[src/hw/debug_pkg.sv]
package debug_pkg;

    typedef logic [31:0] word_t;
    typedef logic [23:0] arg_t;

    // ASCII opcode characters in the low byte of a host word
    typedef enum logic [7:0] {
        OP_ACC_ADD    = 8'h41,  // A
        OP_CLK_PULSE  = 8'h43,  // C
        OP_READ_ACC   = 8'h47,  // G
        OP_MEM_READ   = 8'h4C,  // L
        OP_CORE_RESET = 8'h52,  // R
        OP_CLK_STOP   = 8'h53,  // S
        OP_ACC_UPPER  = 8'h55,  // U
        OP_MEM_WRITE  = 8'h57,  // W, takes a second word
        OP_GET_ACC    = 8'h61,  // a
        OP_ACC_LOWER  = 8'h6C,  // l
        OP_PING       = 8'h70,  // p
        OP_CLK_RESUME = 8'h72,  // r
        OP_WRITE_N    = 8'h73,  // s
        OP_WRITE_ACC  = 8'h77   // w
    } opcode_e;

    typedef struct packed {
        opcode_e opcode;
        arg_t    arg;
        word_t   data;  // Second word of W, zero otherwise
    } decoded_cmd_t;

    typedef struct packed {
        logic  read;
        logic  write;
        word_t addr;
        word_t wdata;
    } mem_req_t;

    typedef enum logic [1:0] {
        CORE_PULSE,
        CORE_STOP,
        CORE_RESUME,
        CORE_RESET
    } core_op_e;

    function automatic logic is_opcode(logic [7:0] code);
        case (code)
            OP_ACC_ADD, OP_CLK_PULSE, OP_READ_ACC, OP_MEM_READ, OP_CORE_RESET,
            OP_CLK_STOP, OP_ACC_UPPER, OP_MEM_WRITE, OP_GET_ACC, OP_ACC_LOWER,
            OP_PING, OP_CLK_RESUME, OP_WRITE_N, OP_WRITE_ACC: return 1'b1;
            default: return 1'b0;
        endcase
    endfunction

endpackage
[src/hw/debug_interpreter.sv]
module debug_interpreter import debug_pkg::*; #(
    parameter word_t ID               = 32'h7700006A,
    parameter int    RESET_CLK_CYCLES = 20,
    parameter int    CMD_DEPTH        = 4,
    parameter int    REPLY_DEPTH      = 4,
    parameter int    PULSE_BITS       = 32
) (
    input  logic                  clk,
    input  logic                  reset,

    input  logic                  cmd_valid,
    output logic                  cmd_ready,
    input  word_t                 cmd_data,

    output logic                  reply_valid,
    input  logic                  reply_ready,
    output word_t                 reply_data,

    output mem_req_t              mem_req,
    input  logic                  mem_response,
    input  word_t                 mem_read_data,

    output logic                  core_clk_enable,
    output logic                  core_reset,
    output logic                  write_pulse,
    output logic [PULSE_BITS-1:0] cycles_to_pulse
);

    logic                  dec_valid;
    logic                  dec_ready;
    decoded_cmd_t          dec_cmd;
    logic                  exe_valid;
    logic                  exe_ready;
    decoded_cmd_t          exe_cmd;
    logic                  rep_valid;
    logic                  rep_ready;
    word_t                 rep_data;
    logic                  core_valid;
    logic                  core_ready;
    core_op_e              core_op;
    logic [PULSE_BITS-1:0] core_count;

    cmd_decoder u_decoder (
        .clk       (clk),
        .reset     (reset),
        .in_valid  (cmd_valid),
        .in_ready  (cmd_ready),
        .in_data   (cmd_data),
        .out_valid (dec_valid),
        .out_ready (dec_ready),
        .out_cmd   (dec_cmd)
    );

    stream_fifo #(
        .payload_t (decoded_cmd_t),
        .DEPTH     (CMD_DEPTH)
    ) u_cmd_fifo (
        .clk       (clk),
        .reset     (reset),
        .in_valid  (dec_valid),
        .in_ready  (dec_ready),
        .in_data   (dec_cmd),
        .out_valid (exe_valid),
        .out_ready (exe_ready),
        .out_data  (exe_cmd)
    );

    cmd_executor #(
        .ID         (ID),
        .PULSE_BITS (PULSE_BITS)
    ) u_executor (
        .clk           (clk),
        .reset         (reset),
        .cmd_valid     (exe_valid),
        .cmd_ready     (exe_ready),
        .cmd           (exe_cmd),
        .reply_valid   (rep_valid),
        .reply_ready   (rep_ready),
        .reply_data    (rep_data),
        .mem_req       (mem_req),
        .mem_response  (mem_response),
        .mem_read_data (mem_read_data),
        .core_valid    (core_valid),
        .core_ready    (core_ready),
        .core_op       (core_op),
        .core_count    (core_count)
    );

    stream_fifo #(
        .payload_t (word_t),
        .DEPTH     (REPLY_DEPTH)
    ) u_reply_fifo (
        .clk       (clk),
        .reset     (reset),
        .in_valid  (rep_valid),
        .in_ready  (rep_ready),
        .in_data   (rep_data),
        .out_valid (reply_valid),
        .out_ready (reply_ready),
        .out_data  (reply_data)
    );

    core_control #(
        .RESET_CLK_CYCLES (RESET_CLK_CYCLES),
        .PULSE_BITS       (PULSE_BITS)
    ) u_core_control (
        .clk             (clk),
        .reset           (reset),
        .req_valid       (core_valid),
        .req_ready       (core_ready),
        .op              (core_op),
        .count           (core_count),
        .core_clk_enable (core_clk_enable),
        .core_reset      (core_reset),
        .write_pulse     (write_pulse),
        .cycles_to_pulse (cycles_to_pulse)
    );

endmodule

[src/hw/core_control.sv]
module core_control import debug_pkg::*; #(
    parameter int RESET_CLK_CYCLES = 20,
    parameter int PULSE_BITS       = 32
) (
    input  logic                  clk,
    input  logic                  reset,

    input  logic                  req_valid,
    output logic                  req_ready,
    input  core_op_e              op,
    input  logic [PULSE_BITS-1:0] count,

    output logic                  core_clk_enable,
    output logic                  core_reset,
    output logic                  write_pulse,
    output logic [PULSE_BITS-1:0] cycles_to_pulse
);

    localparam int CW = $clog2(RESET_CLK_CYCLES + 1);

    logic [CW-1:0] reset_cnt;
    logic          accept;

    assign req_ready = !core_reset;  // Busy during the reset sequence
    assign accept    = req_valid && req_ready;

    always_ff @(posedge clk) begin
        if (reset) begin
            core_clk_enable <= 1'b0;
            core_reset      <= 1'b0;
            write_pulse     <= 1'b0;
            reset_cnt       <= '0;
        end else begin
            write_pulse <= 1'b0;
            if (core_reset) begin
                reset_cnt <= reset_cnt + 1'b1;
                if (reset_cnt == CW'(RESET_CLK_CYCLES - 1)) begin
                    core_reset      <= 1'b0;
                    core_clk_enable <= 1'b0;  // Core left stopped after reset
                end
            end else if (accept) begin
                case (op)
                    CORE_PULSE: begin
                        core_clk_enable <= 1'b1;
                        write_pulse     <= 1'b1;
                    end
                    CORE_STOP:   core_clk_enable <= 1'b0;
                    CORE_RESUME: core_clk_enable <= 1'b1;
                    CORE_RESET: begin
                        core_reset      <= 1'b1;
                        core_clk_enable <= 1'b1;
                        reset_cnt       <= '0;
                    end
                endcase
            end
        end
    end

    always_ff @(posedge clk) begin
        if (accept && op == CORE_PULSE) begin
            cycles_to_pulse <= count;
        end
    end

    assert property (@(posedge clk) disable iff (reset) write_pulse |=> !write_pulse)
        else $error("core_control: write_pulse held longer than one cycle");

endmodule

[src/hw/cmd_executor.sv]
module cmd_executor import debug_pkg::*; #(
    parameter word_t ID         = 32'h7700006A,
    parameter int    PULSE_BITS = 32
) (
    input  logic                  clk,
    input  logic                  reset,

    input  logic                  cmd_valid,
    output logic                  cmd_ready,
    input  decoded_cmd_t          cmd,

    output logic                  reply_valid,
    input  logic                  reply_ready,
    output word_t                 reply_data,

    output mem_req_t              mem_req,
    input  logic                  mem_response,
    input  word_t                 mem_read_data,

    output logic                  core_valid,
    input  logic                  core_ready,
    output core_op_e              core_op,
    output logic [PULSE_BITS-1:0] core_count
);

    typedef enum logic [2:0] {
        IDLE,
        EXEC,
        MEM_WAIT,
        REPLY,
        CORE_REQ
    } state_e;

    state_e       state;
    decoded_cmd_t cur;
    word_t        acc;
    word_t        arg_word;
    logic         is_read;
    logic         mem_rd;
    logic         mem_wr;
    word_t        mem_addr;
    word_t        mem_wdata;

    assign arg_word    = {8'h00, cur.arg};  // Zero-extended argument
    assign is_read     = (cur.opcode == OP_MEM_READ) || (cur.opcode == OP_READ_ACC);
    assign cmd_ready   = (state == IDLE);
    assign reply_valid = (state == REPLY);
    assign core_valid  = (state == CORE_REQ);
    assign core_count  = PULSE_BITS'(cur.arg);
    assign mem_req     = '{read: mem_rd, write: mem_wr, addr: mem_addr, wdata: mem_wdata};

    always_comb begin
        case (cur.opcode)
            OP_CLK_PULSE:  core_op = CORE_PULSE;
            OP_CLK_STOP:   core_op = CORE_STOP;
            OP_CLK_RESUME: core_op = CORE_RESUME;
            default:       core_op = CORE_RESET;
        endcase
    end

    always_ff @(posedge clk) begin
        if (reset) begin
            state  <= IDLE;
            acc    <= '0;
            mem_rd <= 1'b0;
            mem_wr <= 1'b0;
        end else begin
            mem_rd <= 1'b0;  // Strobes last one cycle
            mem_wr <= 1'b0;
            case (state)
                IDLE: begin
                    if (cmd_valid) begin
                        state <= EXEC;
                    end
                end
                EXEC: begin
                    state <= IDLE;
                    case (cur.opcode)
                        OP_ACC_UPPER: acc <= {cur.arg, acc[7:0]};
                        OP_ACC_LOWER: acc <= {acc[31:8], cur.arg[7:0]};
                        OP_ACC_ADD:   acc <= acc + {{8{cur.arg[23]}}, cur.arg};
                        OP_MEM_WRITE, OP_WRITE_ACC, OP_WRITE_N: begin
                            mem_wr <= 1'b1;
                            state  <= MEM_WAIT;
                        end
                        OP_MEM_READ, OP_READ_ACC: begin
                            mem_rd <= 1'b1;
                            state  <= MEM_WAIT;
                        end
                        OP_PING, OP_GET_ACC: state <= REPLY;
                        OP_CLK_PULSE, OP_CLK_STOP, OP_CLK_RESUME, OP_CORE_RESET: begin
                            state <= CORE_REQ;
                        end
                        default: state <= IDLE;
                    endcase
                end
                MEM_WAIT: begin
                    if (mem_response) begin
                        state <= is_read ? REPLY : IDLE;
                    end
                end
                REPLY: begin
                    if (reply_ready) begin
                        state <= IDLE;  // Stalls here while the reply FIFO is full
                    end
                end
                CORE_REQ: begin
                    if (core_ready) begin
                        state <= IDLE;
                    end
                end
                default: state <= IDLE;
            endcase
        end
    end

    always_ff @(posedge clk) begin
        if (state == IDLE && cmd_valid) begin
            cur <= cmd;
        end
        if (state == EXEC) begin
            case (cur.opcode)
                OP_MEM_WRITE: begin
                    mem_addr  <= arg_word;
                    mem_wdata <= cur.data;
                end
                OP_WRITE_ACC: begin
                    mem_addr  <= arg_word;
                    mem_wdata <= acc;
                end
                OP_WRITE_N: begin
                    mem_addr  <= acc;
                    mem_wdata <= arg_word;
                end
                OP_MEM_READ: mem_addr <= arg_word;
                OP_READ_ACC: mem_addr <= acc;
                OP_PING:     reply_data <= ID;
                OP_GET_ACC:  reply_data <= acc;
                default: ;
            endcase
        end
        if (state == MEM_WAIT && mem_response) begin
            reply_data <= mem_read_data;
        end
    end

    // One strobe at a time, and only for a single cycle
    assert property (@(posedge clk) disable iff (reset)
        (mem_req.read || mem_req.write)
        |-> !(mem_req.read && mem_req.write) ##1 !(mem_req.read || mem_req.write))
        else $error("cmd_executor: bad memory strobe read=%b write=%b",
                    mem_req.read, mem_req.write);

endmodule

[src/hw/stream_fifo.sv]
module stream_fifo #(
    parameter type payload_t = logic [31:0],
    parameter int  DEPTH     = 4
) (
    input  logic     clk,
    input  logic     reset,

    input  logic     in_valid,
    output logic     in_ready,
    input  payload_t in_data,

    output logic     out_valid,
    input  logic     out_ready,
    output payload_t out_data
);

    localparam int PW = (DEPTH > 1) ? $clog2(DEPTH) : 1;
    localparam int CW = $clog2(DEPTH + 1);

    payload_t      mem [DEPTH];
    logic [PW-1:0] wr_ptr;
    logic [PW-1:0] rd_ptr;
    logic [CW-1:0] count;
    logic [CW-1:0] count_next;
    logic          push;
    logic          pop;

    function automatic logic [PW-1:0] wrap_inc(logic [PW-1:0] ptr);
        return (ptr == PW'(DEPTH - 1)) ? '0 : ptr + 1'b1;
    endfunction

    assign push       = in_valid && in_ready;
    assign pop        = out_valid && out_ready;
    assign out_valid  = (count != '0);
    assign out_data   = mem[rd_ptr];
    assign count_next = count + CW'(push) - CW'(pop);

    always_ff @(posedge clk) begin
        if (reset) begin
            wr_ptr   <= '0;
            rd_ptr   <= '0;
            count    <= '0;
            in_ready <= 1'b0;
        end else begin
            if (push) begin
                wr_ptr <= wrap_inc(wr_ptr);
            end
            if (pop) begin
                rd_ptr <= wrap_inc(rd_ptr);
            end
            count    <= count_next;
            in_ready <= (count_next != CW'(DEPTH));  // Registered full flag
        end
    end

    always_ff @(posedge clk) begin
        if (push) begin
            mem[wr_ptr] <= in_data;
        end
    end

    assert property (@(posedge clk) disable iff (reset) (count == CW'(DEPTH)) |-> !push)
        else $error("stream_fifo: push accepted while full");

endmodule

[src/hw/cmd_decoder.sv]
module cmd_decoder import debug_pkg::*; (
    input  logic         clk,
    input  logic         reset,

    input  logic         in_valid,
    output logic         in_ready,
    input  word_t        in_data,

    output logic         out_valid,
    input  logic         out_ready,
    output decoded_cmd_t out_cmd
);

    logic       w_pending;  // First word of W seen
    arg_t       w_arg;
    logic [7:0] in_code;
    logic       accept;

    assign in_code  = in_data[7:0];
    assign in_ready = out_ready;  // Only take a word when the FIFO has room
    assign accept   = in_valid && in_ready;

    always_comb begin
        if (w_pending) begin
            // Any word completes a pending W regardless of its low byte
            out_valid      = in_valid;
            out_cmd.opcode = OP_MEM_WRITE;
            out_cmd.arg    = w_arg;
            out_cmd.data   = in_data;
        end else begin
            out_valid      = in_valid && is_opcode(in_code) && (in_code != OP_MEM_WRITE);
            out_cmd.opcode = opcode_e'(in_code);
            out_cmd.arg    = in_data[31:8];
            out_cmd.data   = '0;
        end
    end

    always_ff @(posedge clk) begin
        if (reset) begin
            w_pending <= 1'b0;
        end else if (accept) begin
            w_pending <= !w_pending && (in_code == OP_MEM_WRITE);
        end
    end

    always_ff @(posedge clk) begin
        if (accept && !w_pending) begin
            w_arg <= in_data[31:8];  // Address of a possible W
        end
    end

    // A W leaves once with its data word, then the next word decodes on its own
    assert property (@(posedge clk) disable iff (reset)
        w_pending && out_valid && out_ready |=> !w_pending)
        else $error("cmd_decoder: W still pending after its data word went out");

endmodule

[config.mk]
export PLATFORM = sky130hd
export DESIGN_NAME = debug_interpreter
export DESIGN_NICKNAME = d
export VERILOG_FILES = /design/src/hw/debug_pkg.sv /design/src/hw/debug_interpreter.sv /design/src/hw/core_control.sv /design/src/hw/cmd_executor.sv /design/src/hw/stream_fifo.sv /design/src/hw/cmd_decoder.sv
export SDC_FILE = /design/constraint.sdc
export NUM_CORES = 1
export LEC_CHECK = 0
export BUFFER_PORTS_ARGS = -buffer_cell sky130_fd_sc_hd__buf_2
export CORE_MARGIN = 10
export CORE_UTILIZATION = 55
export CTS_CLUSTER_DIAMETER = 30
export CTS_CLUSTER_SIZE = 20
export DETAILED_ROUTE_END_ITERATION = 7
export GPL_TIMING_DRIVEN = 0
export PLACE_DENSITY = 0.85
export SLEW_MARGIN = 20
export SYNTH_ARGS = -nofsm -noshare
export SYNTH_HDL_FRONTEND = slang
export SYNTH_HIERARCHICAL = 1
export SYNTH_SLANG_ARGS = --single-unit
[constraint.sdc]
create_clock -name clk -period 4.4 [get_ports clk]
set_clock_uncertainty 0.05 [all_clocks]
set_input_delay 0.44 -clock clk [delete_from_list [all_inputs] [get_ports clk]]
set_output_delay 0.44 -clock clk [all_outputs]
set_load 0.1 [all_outputs]
==> results.md <==
Layout:
- The number of filler instances in the final layout is about 3200.
- The core utilization of the finished layout is 67.89%.
- Leaving out fill and tap cells, the most frequent cells in the layout are 600 x sky130_fd_sc_hd__edfxtp_1, 225 x sky130_fd_sc_hd__buf_2, 113 x sky130_fd_sc_hd__nand2_1.
- Of the cells placed in the final design, the portion with a size suffix greater than 1 is about a third.
- The final-stage net count is approximately 2100.
- The number of cells in the finished layout apart from fillers is 2781.
- The most common library cell in the layout ignoring fill and taps is sky130_fd_sc_hd__edfxtp_1.
- The area growth from synthesis to layout is 22.17%.

Clock tree:
- The maximum buffer depth of the clock tree is 3.
- TritonCTS built the clock tree.
- The deepest level of the CTS H-tree is 3.
- The post-CTS setup repair buffer count is 0.
- The number of clock sinks is 666.
- The clock insertion delay at the later pin of the skew report is about 0.66 ns.
- The number of CTS-inserted buffers is roughly 110.
- Clock-pin slew was measured on the worst setup and hold paths at roughly 0.070 ns.
- The cell sitting at the root of the clock tree is a sky130_fd_sc_hd__clkbuf_16.

GRT:
- The number of antenna violations at the first check in global routing is 2.
- The number of global-route vias before repair was between 15000 and 20000.
- For this run, the total global-route usage over all layers was measured as 23.69%.
- Entering global routing, the biggest net connects 46 pins.
- The total overflow left after global routing is 0.
- The first-pass GRT wire length is ~110000 µm.

Setup path:
- In this run the worst setup path terminates at u_executor/acc[29]$_SDFFE_PP0P_.
- The worst setup path is captured at a flop.
- The signal arrival time at the worst endpoint is between 3 and 4 ns.
- Of all nets on the critical path, the largest fanout is 7.
- The startpoint-to-endpoint class of the critical path is flop to flop.
- On the critical path the largest part of the delay comes from compound AO/OA/AOI/OAI gates.
- The worst register-to-register path has a depth of 10.
- At the worst endpoint, the required time is between 4 and 5 ns.
- The slowest stage of the critical path belongs to the cell sky130_fd_sc_hd__edfxtp_1.
- In this run the critical register-to-register path is launched from u_executor/core_count[9]$_DFFE_PP_.
- The worst-case register-to-register setup slack is 1.09 ns.
- The critical path launch point is u_executor/core_count[9]$_DFFE_PP_.
- The cell occurring most often along the worst timing path is sky130_fd_sc_hd__a21oi_1.
- The largest single stage delay on the critical path is about 0.61 ns.
- In this run the number of cells on the critical path is 10.
- The endpoint identified for the worst register-to-register timing path is u_executor/acc[29]$_SDFFE_PP0P_.
- The count of buffering cells on the critical path with inverters included is 1.
- STA classifies the critical path startpoint as a flop.
- The signal on the critical path passes through ha_1 > buf_2 > nand4_1 > nor2_1 > o211ai_1 > a21oi_1 > a21oi_1 > and4_1 > nor3_1 > a311oi_1.

Job:
- The number of max-cap violations is 0.

Logic synthesis:
- After Yosys synthesis, full adders, half adders and majority gates account for ~2.3% of the synthesized area.
- The mapped cell area is 27820 µm².
- The complex-gate fraction of the synthesized area is between 7 and 8%.
- The sequential element share of the synthesized area is 69.51%.
- The number of synthesized flops with an enable pin is 600.
- The multiplexer share of the synthesized area is approximately a tenth.
- By area the synthesized netlist is led by sky130_fd_sc_hd__edfxtp_1 65%, sky130_fd_sc_hd__mux4_2 7.3%, sky130_fd_sc_hd__dfxtp_1 4.7%, sky130_fd_sc_hd__ha_1 2.1%, sky130_fd_sc_hd__mux2_2 2.0%.
- Summed over all instances, the cell type with the most area after synthesis is sky130_fd_sc_hd__edfxtp_1.
- The proportion of register bits with asynchronous set or reset after synthesis is 0%.
- The number of distinct library cells after synthesis is 99.
- The xor and xnor area share after synthesis is 0.7915%.
- A synthesized cell averages around 17 µm².
- Synthesis produced a netlist whose cell count is ~1700.
- Summing the areas of all and, or, nand and nor instances in the mapped netlist gives 6.705% of the synthesized area.
- In the synthesized netlist the dominant register cell turns out to be sky130_fd_sc_hd__edfxtp_1.
- The Yosys step of the flow raised 6 warnings.
- The combinational family with the most area after synthesis is multiplexers.
- After synthesis, the largest area contributor takes up about two thirds of total cell area.
- The number of flip-flops and latches in the synthesized netlist is ~670.

Outcome:
- The run finished with clean final reports.

Pwr:
- Power spread over the standard cell area amounts to 607.4 nW/µm².
- The design draws approximately 21 mW.
- The worst-case IR drop observed on VDD is a little under 0.4 mV.
- The leakage component of the power is roughly 12 nW.

Detailed routing:
- The iteration count of the initial detailed-routing pass is 5.
- After the first detailed-routing iteration, the DRC count stood at roughly 2000.
- The number of design rule violations left after detail routing is 0.
- Detailed routing inserted a total of between 15000 and 20000 vias.
- The wire length per cell after detailed routing is between 20 and 30 µm.
- The detail route stage leaves a number of antenna-violating nets equal to 0.
- The final layout contains routed wiring with a total length of roughly 72000 µm.
- The per-cell via count in the routed design is approximately 6.1.

STA:
- After layout, the minimum clock period comes to approximately 3.3 ns.
- The worst path uses between 70% and 80% of the clock period.
- The highest clock rate is 0.3017 GHz.
- The max-slew violation count came to 0.
- Measured against its own limit, the worst slew margin works out to a little over two fifths.
- Setup repair after global routing left no endpoint under its margin.
- For the pin with the worst max-slew slack, the measured transition is about 0.85 ns.
- The hold violation count in the final report is 0.
- Setup violations remaining at the end of the flow were counted as 0.

Floorplanning:
- The initial utilization of the core area, before any placement, comes to about 56%.
- The die is 244.9 µm wide.
- Row generation in the floorplan step produced 82 rows.
- The die is between 200 and 250 µm tall.
- between 200 and 250 I/O pins were placed.
- The die outline area is around 60000 µm².
- The core footprint is ~50000 µm².

Worst hold path:
- In this run the worst hold path is classified as input port to flop.
- The worst hold path depth is 2.

Placement:
- The placed wire-length estimate is roughly 48000 µm.
- The routability-driven placement congestion ratio is 0.9134.
- Buffers placed on the I/O ports in this run total about 200.
- The cell count after placement is ~2600.
## timing repair
action,4_1_cts,5_1_grt
hold buffers,24,0
hold endpoints to repair,24,0
resized for setup,0,0
## cells by family after synthesis
kind of cell,count (synthesis)
other,1
AND/OR/NAND/NOR,361
adder cells (fa/ha/maj),49
XOR/XNOR,22
AO/OA/AOI/OAI,257
flip-flops,666
buffers and inverters,145
multiplexers,154
## stage by stage
step           hold slack (ns)  instance area (µm²)  setup WS (ns)  TNS, ns
6_report               0.03380                33990          1.086        0
2_1_floorplan           0.4087                27850         0.4454        0
3_3_place_gp            0.4125                29710         -1.888  -126.13
4_1_cts                0.01250                33990          1.128        0
3_5_place_dp            0.4184                30050          1.181        0
5_1_grt                0.04257                33990         0.8815        0
## synthesized netlist by cell type, drive strengths merged (5+ instances only)
library cell	instances
nor3	18
or3	5
a21oi	42
a21o	14
nand2b	12
clkbuf	38
nand2	115
a22oi	30
mux2i	7
xor2	5
and2	44
mux2	51
nand3	16
o21ai	36
o22a	8
nand4	8
nor2b	17
buf	77
mux4	96
a211oi	15
o21bai	5
a31oi	9
xnor2	15
edfxtp	600
dfxtp	66
ha	46
nor2	69
inv	30
and3	15
nor3b	12
a311oi	23
or2	8
a22o	32
## power by group
| group | leakage (nW) | total (mW) | internal [mW] | switching [mW] |
|---|---|---|---|---|
| Combinational | 4.36 | 4.04 | 1.70 | 2.34 |
| Clock | 1.76 | 8.35 | 5.22 | 3.12 |
| Sequential | 5.65 | 8.26 | 7.66 | 0.603 |
| Total | 11.8 | 20.6 | 14.6 | 6.06 |
## worst register-to-register path, stage by stage (launching register included)
cell	delay, ns
sky130_fd_sc_hd__edfxtp_1	0.61
sky130_fd_sc_hd__ha_1	0.39
sky130_fd_sc_hd__buf_2	0.16
sky130_fd_sc_hd__nand4_1	0.16
sky130_fd_sc_hd__nor2_1	0.24
sky130_fd_sc_hd__o211ai_1	0.23
sky130_fd_sc_hd__a21oi_1	0.50
sky130_fd_sc_hd__a21oi_1	0.26
sky130_fd_sc_hd__and4_1	0.27
sky130_fd_sc_hd__nor3_1	0.18
sky130_fd_sc_hd__a311oi_1	0.12
## metal layers
layer,GRT usage (%),vias up,part of all wire [%]
met3,4.029,146,9.1
met5,0,-,0
met4,9.607,0,3.3
met1,30.11,8485,37
li1,-,7254,-
met2,40.03,990,50
## how the worst min path moves through the flow
stage / startpoint / end / slack (ns)
CTS: mem_read_data[13] / u_executor/reply_data[13]$_DFFE_PP_ / 0.01
global route: mem_read_data[16] / u_executor/reply_data[16]$_DFFE_PP_ / 0.04
finish: mem_read_data[13] / u_executor/reply_data[13]$_DFFE_PP_ / 0.03
detailed placement: u_core_control/core_clk_enable$_SDFFE_PP0P_ / u_core_control/core_clk_enable$_SDFFE_PP0P_ / 0.42
floorplan: u_executor/reply_data[0]$_DFFE_PP_ / u_reply_fifo/mem[0][0]$_DFFE_PP_ / 0.41
global placement: u_core_control/core_clk_enable$_SDFFE_PP0P_ / u_core_control/core_clk_enable$_SDFFE_PP0P_ / 0.41
## area by class of cell
type	instances	area, µm²	area share (%)
tap	672	840.8	2.474
sequential	666	19340	56.89
clock buffer	122	2818	8.289
buffer	115	865.8	2.547
inverter	30	112.6	0.3313
multi-input combinational	851	7577	22.29
antenna	2	5.005	0.01472
clock inverter	81	874.6	2.573
timing repair buffer	242	1559	4.586
## state kept, by name, summed over array words and instances, names as in the netlist, 2 cells and up, named ones only
register                        cells
u_reply_fifo/count                  3
u_cmd_fifo/rd_ptr                   2
u_reply_fifo/wr_ptr                 2
u_core_control/reset_cnt            5
u_executor/mem_wdata               32
u_cmd_fifo/count                    3
u_executor/mem_addr                32
u_core_control/cycles_to_pulse     32
u_reply_fifo/rd_ptr                 2
u_executor/state                    3
u_executor/acc                     32
u_cmd_fifo/wr_ptr                   2
u_decoder/w_arg                    24
u_cmd_fifo/mem                    256
u_executor/reply_data              32
u_executor/cur                     40
u_executor/core_count              24
u_reply_fifo/mem                  128
Note: power is estimated with default switching activity, not from simulation.
